[src/common/ad9361_pkg.sv]
// ad9361 receive side definitions
// sample format and channel layout of the transceiver pair

package ad9361_pkg;

  ////////////////////////////////////////
  // sample format
  ////////////////////////////////////////

  // one converter sample, two's complement
  localparam int sample_width = 12;

  typedef logic [sample_width-1:0] sample_t;

  ////////////////////////////////////////
  // channel layout
  ////////////////////////////////////////

  // two transceivers, two receive paths each
  localparam int num_channels = 4;

  // slot index within one group of channels
  typedef logic [$clog2(num_channels)-1:0] chan_idx_t;

endpackage

[src/common/axis_pkg.sv]
// stream side definitions
// packed beat layout and counter widths for the AXI-stream master

package axis_pkg;

  ////////////////////////////////////////
  // beat layout
  ////////////////////////////////////////

  localparam int axis_width = 128;

  // one sample per lane, zero extended
  localparam int lane_width = 16;

  typedef logic [axis_width-1:0] axis_data_t;

  ////////////////////////////////////////
  // status counters
  ////////////////////////////////////////

  // saturates, never wraps
  localparam int overrun_width = 16;

  typedef logic [overrun_width-1:0] overrun_cnt_t;

endpackage

[src/logic/rx_deinterleave.sv]
// receive deinterleaver
// turns the shared I/Q bus into four held channel outputs and a group strobe

`timescale 1ns/100ps

module rx_deinterleave (
  input  logic                m_axis_clk,
  input  logic                arst_n,
  input  logic                rx_valid,
  input  logic                rx_frame,
  input  ad9361_pkg::sample_t rx_i,
  input  ad9361_pkg::sample_t rx_q,
  output logic                group_valid,
  output ad9361_pkg::sample_t data_i0,
  output ad9361_pkg::sample_t data_q0,
  output ad9361_pkg::sample_t data_i1,
  output ad9361_pkg::sample_t data_q1,
  output ad9361_pkg::sample_t data_i2,
  output ad9361_pkg::sample_t data_q2,
  output ad9361_pkg::sample_t data_i3,
  output ad9361_pkg::sample_t data_q3
);

  import ad9361_pkg::*;

  typedef enum logic {
    st_idle,
    st_collect
  } state_t;

  localparam chan_idx_t last_slot = chan_idx_t'(num_channels - 1);

  state_t    state;
  chan_idx_t slot;

  // staged channels 0 to 2, held until slot 3 completes the group
  sample_t   stage_i [num_channels-1];
  sample_t   stage_q [num_channels-1];

  logic      word_start;
  logic      word_fill;
  logic      word_last;
  logic      stage_we;
  chan_idx_t wr_slot;

  ////////////////////////////////////////
  // word classification
  ////////////////////////////////////////

  // a frame marker always restarts at slot 0
  assign word_start = rx_valid & rx_frame;
  assign word_fill  = rx_valid & ~rx_frame & (state == st_collect);
  assign word_last  = word_fill & (slot == last_slot);
  assign stage_we   = word_start | (word_fill & ~word_last);
  assign wr_slot    = word_start ? '0 : slot;

  ////////////////////////////////////////
  // slot tracking
  ////////////////////////////////////////

  always_ff @(posedge m_axis_clk or negedge arst_n) begin
    if (!arst_n) begin
      state       <= st_idle;
      slot        <= '0;
      group_valid <= 1'b0;
    end else begin
      group_valid <= word_last;
      if (word_start) begin
        state <= st_collect;
        slot  <= chan_idx_t'(1);
      end else if (word_last) begin
        state <= st_idle;
        slot  <= '0;
      end else if (word_fill) begin
        slot <= slot + 1'b1;
      end
    end
  end

  ////////////////////////////////////////
  // sample storage
  ////////////////////////////////////////

  always_ff @(posedge m_axis_clk) begin
    for (int c = 0; c < num_channels - 1; c++) begin
      if (stage_we && wr_slot == chan_idx_t'(c)) begin
        stage_i[c] <= rx_i;
        stage_q[c] <= rx_q;
      end
    end
  end

  // publish all four channels at once
  always_ff @(posedge m_axis_clk) begin
    if (word_last) begin
      data_i0 <= stage_i[0];
      data_q0 <= stage_q[0];
      data_i1 <= stage_i[1];
      data_q1 <= stage_q[1];
      data_i2 <= stage_i[2];
      data_q2 <= stage_q[2];
      data_i3 <= rx_i;
      data_q3 <= rx_q;
    end
  end

  // a group needs one word per slot, so strobes can never be adjacent
  group_valid_spacing_a: assert property (
    @(posedge m_axis_clk) disable iff (!arst_n)
    group_valid |=> !group_valid
  );

endmodule

[src/ad9361_dual_axis/ad9361_dual_axis.sv]
// AD9361 group packer
// packs one channel group into a 128-bit AXI-stream beat with tlast bursts
// and counts groups that overwrite a beat still waiting for tready

`timescale 1ns/100ps

module ad9361_dual_axis #(
  parameter int burst_len = 512,
  parameter bit use_tlast = 1
) (
  input  logic                   m_axis_clk,
  input  logic                   arst_n,
  input  logic                   group_valid,
  input  ad9361_pkg::sample_t    data_i0,
  input  ad9361_pkg::sample_t    data_q0,
  input  ad9361_pkg::sample_t    data_i1,
  input  ad9361_pkg::sample_t    data_q1,
  input  ad9361_pkg::sample_t    data_i2,
  input  ad9361_pkg::sample_t    data_q2,
  input  ad9361_pkg::sample_t    data_i3,
  input  ad9361_pkg::sample_t    data_q3,
  input  logic                   tready,
  output logic                   tvalid,
  output logic                   tlast,
  output axis_pkg::axis_data_t   tdata,
  output axis_pkg::overrun_cnt_t overrun_count
);

  import ad9361_pkg::*;
  import axis_pkg::*;

  localparam int count_width = (burst_len > 1) ? $clog2(burst_len) : 1;

  sample_t    ch_i [num_channels];
  sample_t    ch_q [num_channels];
  axis_data_t data_packed;

  logic       data_frame;
  logic       frame_delay;
  logic       update;
  logic       merged;
  logic       overrun;
  logic       xfer;

  assign ch_i = '{data_i0, data_i1, data_i2, data_i3};
  assign ch_q = '{data_q0, data_q1, data_q2, data_q3};

  ////////////////////////////////////////
  // group capture
  ////////////////////////////////////////

  // lanes from bit 0 up: q3 i3 q2 i2 q1 i1 q0 i0
  always_ff @(posedge m_axis_clk) begin
    if (group_valid) begin
      for (int c = 0; c < num_channels; c++) begin
        data_packed[(2*(num_channels-1-c))*lane_width +: lane_width] <=
          lane_width'(ch_q[c]);
        data_packed[(2*(num_channels-1-c)+1)*lane_width +: lane_width] <=
          lane_width'(ch_i[c]);
      end
    end
  end

  // frame flag flips once per captured group
  always_ff @(posedge m_axis_clk or negedge arst_n) begin
    if (!arst_n) begin
      data_frame  <= 1'b0;
      frame_delay <= 1'b0;
    end else begin
      frame_delay <= data_frame;
      if (group_valid) begin
        data_frame <= ~data_frame;
      end
    end
  end

  assign update = data_frame ^ frame_delay;
  assign tdata  = data_packed;
  assign xfer   = tvalid & tready;

  ////////////////////////////////////////
  // handshake and overrun
  ////////////////////////////////////////

  // new group lands on a beat that is held this cycle
  assign overrun = group_valid & tvalid & ~tready;

  always_ff @(posedge m_axis_clk or negedge arst_n) begin
    if (!arst_n) begin
      tvalid        <= 1'b0;
      merged        <= 1'b0;
      overrun_count <= '0;
    end else begin
      merged <= overrun;
      // a merged group already rides on the pending beat
      tvalid <= (update & ~merged) | (tvalid & ~tready);
      if (overrun && overrun_count != '1) begin
        overrun_count <= overrun_count + 1'b1;
      end
    end
  end

  ////////////////////////////////////////
  // burst framing
  ////////////////////////////////////////

  generate
    if (use_tlast) begin : g_tlast
      logic [count_width-1:0] beat_count;
      logic                   end_burst;

      assign end_burst = (beat_count == count_width'(burst_len - 1));

      always_ff @(posedge m_axis_clk or negedge arst_n) begin
        if (!arst_n) begin
          beat_count <= '0;
        end else if (xfer) begin
          beat_count <= end_burst ? '0 : beat_count + 1'b1;
        end
      end

      assign tlast = tvalid & end_burst;
    end else begin : g_no_tlast
      assign tlast = 1'b0;
    end
  endgenerate

  // held beat keeps its data unless a newer group replaces it
  tdata_hold_a: assert property (
    @(posedge m_axis_clk) disable iff (!arst_n)
    (tvalid && !tready && !group_valid) |=> (tvalid && $stable(tdata))
  );

  tlast_needs_tvalid_a: assert property (
    @(posedge m_axis_clk) disable iff (!arst_n)
    tlast |-> tvalid
  );

endmodule

[src/logic/ad9361_rx_capture.sv]
// AD9361 receive capture top level
// deinterleaves the four channel sample bus and streams it as 128-bit beats

`timescale 1ns/100ps

module ad9361_rx_capture #(
  parameter int burst_len = 512,
  parameter bit use_tlast = 1
) (
  input  logic                   m_axis_clk,
  input  logic                   arst_n,
  input  logic                   rx_valid,
  input  logic                   rx_frame,
  input  ad9361_pkg::sample_t    rx_i,
  input  ad9361_pkg::sample_t    rx_q,
  input  logic                   tready,
  output logic                   tvalid,
  output logic                   tlast,
  output axis_pkg::axis_data_t   tdata,
  output axis_pkg::overrun_cnt_t overrun_count
);

  import ad9361_pkg::*;

  // held channel group between the two stages
  logic    group_valid;
  sample_t data_i0;
  sample_t data_q0;
  sample_t data_i1;
  sample_t data_q1;
  sample_t data_i2;
  sample_t data_q2;
  sample_t data_i3;
  sample_t data_q3;

  rx_deinterleave deint_i (
    .m_axis_clk  (m_axis_clk),
    .arst_n      (arst_n),
    .rx_valid    (rx_valid),
    .rx_frame    (rx_frame),
    .rx_i        (rx_i),
    .rx_q        (rx_q),
    .group_valid (group_valid),
    .data_i0     (data_i0),
    .data_q0     (data_q0),
    .data_i1     (data_i1),
    .data_q1     (data_q1),
    .data_i2     (data_i2),
    .data_q2     (data_q2),
    .data_i3     (data_i3),
    .data_q3     (data_q3)
  );

  ad9361_dual_axis #(
    .burst_len (burst_len),
    .use_tlast (use_tlast)
  ) pack_i (
    .m_axis_clk    (m_axis_clk),
    .arst_n        (arst_n),
    .group_valid   (group_valid),
    .data_i0       (data_i0),
    .data_q0       (data_q0),
    .data_i1       (data_i1),
    .data_q1       (data_q1),
    .data_i2       (data_i2),
    .data_q2       (data_q2),
    .data_i3       (data_i3),
    .data_q3       (data_q3),
    .tready        (tready),
    .tvalid        (tvalid),
    .tlast         (tlast),
    .tdata         (tdata),
    .overrun_count (overrun_count)
  );

endmodule

[config.mk]
export PLATFORM = sky130hd
export DESIGN_NAME = ad9361_rx_capture
export DESIGN_NICKNAME = d
export VERILOG_FILES = /design/src/common/ad9361_pkg.sv /design/src/common/axis_pkg.sv /design/src/logic/rx_deinterleave.sv /design/src/ad9361_dual_axis/ad9361_dual_axis.sv /design/src/logic/ad9361_rx_capture.sv
export SDC_FILE = /design/constraint.sdc
export NUM_CORES = 1
export LEC_CHECK = 0
export BUFFER_PORTS_ARGS = -buffer_cell sky130_fd_sc_hd__buf_2
export CAP_MARGIN = 15
export CORE_AREA = 2 2 145 147
export CTS_CLUSTER_SIZE = 28
export DETAILED_ROUTE_END_ITERATION = 12
export DIE_AREA = 0 0 147 149
export GPL_TIMING_DRIVEN = 0
export PLACE_DENSITY = 0.73
export SLEW_MARGIN = 20
export SYNTH_ARGS = -nofsm -noshare
export SYNTH_HDL_FRONTEND = slang
export SYNTH_SLANG_ARGS = --single-unit
[constraint.sdc]
create_clock -name m_axis_clk -period 3.3 [get_ports m_axis_clk]
set_input_delay 0 -clock m_axis_clk [delete_from_list [all_inputs] [get_ports m_axis_clk]]
set_output_delay 0 -clock m_axis_clk [all_outputs]
set_load 0.05 [all_outputs]
==> results_dict.tcl <==
set metrics [dict create \
    p_leak_nw 4.66 \
    hold_ws_ns 0.104 \
    drtIter0Drc 246 \
    min_path_type "primary input to async pin" \
    synth_seq_area_share 0.890 \
    clk_latency_ns 0.52 \
    ys_ff_latch 297 \
    htree_levels 1 \
    dpl.hpwl_um 10000 \
    antenna_found_initial 0 \
    timing.fmax_ghz 0.425 \
    async_flop_share 0.111 \
    synth_top_cell_by_area "edfxtp_1" \
    slew_headroom 0.489 \
    ctsRootBufferMaster "clkbuf_16" \
    ys_top_cells_by_area "edfxtp_1, dfrtp_1, buf_4, nand2_1, xor2_1" \
    worst_slew_pin_slew_ns 0.767 \
    cts_made_buffers 28 \
    fin_nets 730 \
    synth.distinct_cells 42 \
    cts_tree "built" \
    die_y_um 149 \
    worst_ep_required_time_ns 3.30 \
    grt_pass1_wl_um 23400 \
    synth_edf_count 264 \
    rsz0062_at_grt "no" \
    min_period_over_period 0.712 \
    finalHoldViolations 0 \
    synthFlopType "edfxtp_1" \
    final.min_clock_period_ns 2.35 \
    die-area_mm2 0.0219 \
    cp-end-kind "output port" \
    avgRoutedWirePerCell_um 15.5 \
    syn_avg_cell_area_um2 21.4 \
    dr_total_vias 4590 \
    grt_max_degree 60 \
    p_per_area_mw_per_mm2 685 \
    fin_total_pwr_mw 8.42 \
    maxSlewViolCount 0 \
    critPathMaxFanout 7 \
    drc 0 \
    io_buffers 142 \
    antenna_left 0 \
    status "finished clean" \
    dpl_cell_area_mm2 0.0111 \
    start_util 0.478 \
    maxCapViolations 0 \
    yosysMostFrequentCell "edfxtp_1" \
    placementRows 53 \
    peakVddDrop_mv 0.336 \
    placed_cells 912 \
    gp_congestion 0.755 \
    cts_sinks 297 \
    grt_usage 0.137 \
    fin_area_mm2 0.0123 \
    clock_skew_ns 0.0113 \
    first_global_vias 4517 \
    synth_top_area_frac 0.806 \
    tns_ns 0 \
    synth_common_cells "edfxtp_1, dfrtp_1, buf_4, nand2_1, nand3_1" \
    syn_inst 459 \
    nFillCells 1482 \
    first_pass_iters 4 \
    drive_gt1_frac 0.320 \
    n_antenna_cell 0 \
    grt_remaining_overflow 0 \
    core_mm2 0.0206 \
    crit_type "register to output port" \
    syn2layout_area_growth_pct 25.0 \
    synthesis.area_mm2 0.00983 \
    final_cells 993 \
    path_clk_slew_ns 0.07 \
    die_x_um 147 \
    ios 175 \
    arrival_ns 2.35 \
    cp-start-kind "register" \
    setup_viol 0 \
    clockBufferDepth 3 \
    wl_um 15400 \
    synth_warnings 0 \
    viasPerCell 4.62 \
]
-- cell type report --
| cell class | count | area, um^2 | share of cell area |
|---|---|---|---|
| Sequential cell | 297 | 8760 | 0.712 |
| Clock buffer | 30 | 729 | 0.0593 |
| Tap cell | 275 | 344 | 0.0280 |
| Buffer | 34 | 248 | 0.0202 |
| Multi-Input combinational cell | 153 | 938 | 0.0763 |
| Inverter | 6 | 22.5 | 0.00183 |
| Clock inverter | 22 | 130 | 0.0106 |
| Timing Repair Buffer | 176 | 1120 | 0.0914 |
-- per-stage QoR --
stage	utilization	setup WS [ns]
after global routing	0.598	0.804
final	0.598	0.950
after floorplan	-	0.845
after detailed placement	0.542	1.34
after CTS	0.598	0.946
after global placement	0.535	-0.0280
-- cell usage in the layout, fill, tap and decap left out, drive strengths merged, types with 9 or more instances in the layout --
master and instances:
clkbuf 32, dlygate4sd3 29, xor2 9, edfxtp 264, conb 32, dfrtp 33
nand3 15, nand2 21, clkinv 17, buf 179
-- final timing paths --
path | start | to | slack [ns] | cells past startpoint
hold reg to reg | deint_i.stage_i[0][10] | deint_i.data_i0[10] | 0.41 | 0
min in group m_axis_clk | rx_i[9] | deint_i.stage_i[0][21] | 0.24 | 2
setup reg to reg | deint_i.group_valid | pack_i.overrun_count[11] | 1.35 | 4
hold / removal | arst_n | pack_i.overrun_count[6] | 0.10 | 2
max in group asynchronous | arst_n | deint_i.group_valid | 2.64 | 2
setup / recovery | pack_i.g_tlast.beat_count[0] | tlast | 0.95 | 7
-- registers in the layout, indices dropped and copies added, names as in the netlist, 2 cells and up --
register and flops:
deint_i.data_i3 12, deint_i.data_q2 12, deint_i.data_q0 12, deint_i.data_i1 12
deint_i.data_q1 12, deint_i.data_i0 12, pack_i.overrun_count 16, deint_i.data_q3 12
deint_i.stage_q 36, deint_i.slot 2, pack_i.g_tlast.beat_count 9, deint_i.data_i2 12
pack_i.tdata 96, deint_i.stage_i 36
-- where the power goes --
group,internal [mW],switching [mW],total [mW]
combinational,0.258,0.653,0.911
clock,1.67,1.24,2.91
sequential,4.45,0.151,4.60
-- worst max-delay path, cell delays in order (launching register included) --
cell and delay [ns]:
dfrtp_1 0.39, ha_1 0.23, nand2_1 0.07, nor2_1 0.19, and3_1 0.24, ha_1 0.29, and2_1 0.16, buf_2 0.26
-- logic make-up (layout without fill, tap and decap cells) --
family / after synthesis / in the layout / synth area share
AND/OR/NAND/NOR: 72 / 72 / 0.0416
adder cells (fa/ha/maj): 5 / 5 / 0.00636
other: 1 / 32 / 0.000381
flip-flops: 297 / 297 / 0.890
XOR/XNOR: 17 / 17 / 0.0151
AO/OA/AOI/OAI: 24 / 24 / 0.0149
multiplexers: 3 / 3 / 0.00369
buffers and inverters: 40 / 268 / 0.0275
-- routing by layer --
layer,vias up,global-route usage,part of all wire
li1,2168,-,-
met1,2218,0.168,0.40
met2,174,0.246,0.52
met3,30,0.0303,0.065
met4,0,0.0438,0.023
met5,-,0,0
-- what timing repair did --
| item | in CTS | in global routing |
|---|---|---|
| gates resized for setup | 0 | 0 |
| hold buffers | 29 | 0 |
| hold endpoints to repair | 140 | 0 |
| buffers inserted | 0 | 0 |
(Power assumes the default switching activity.)
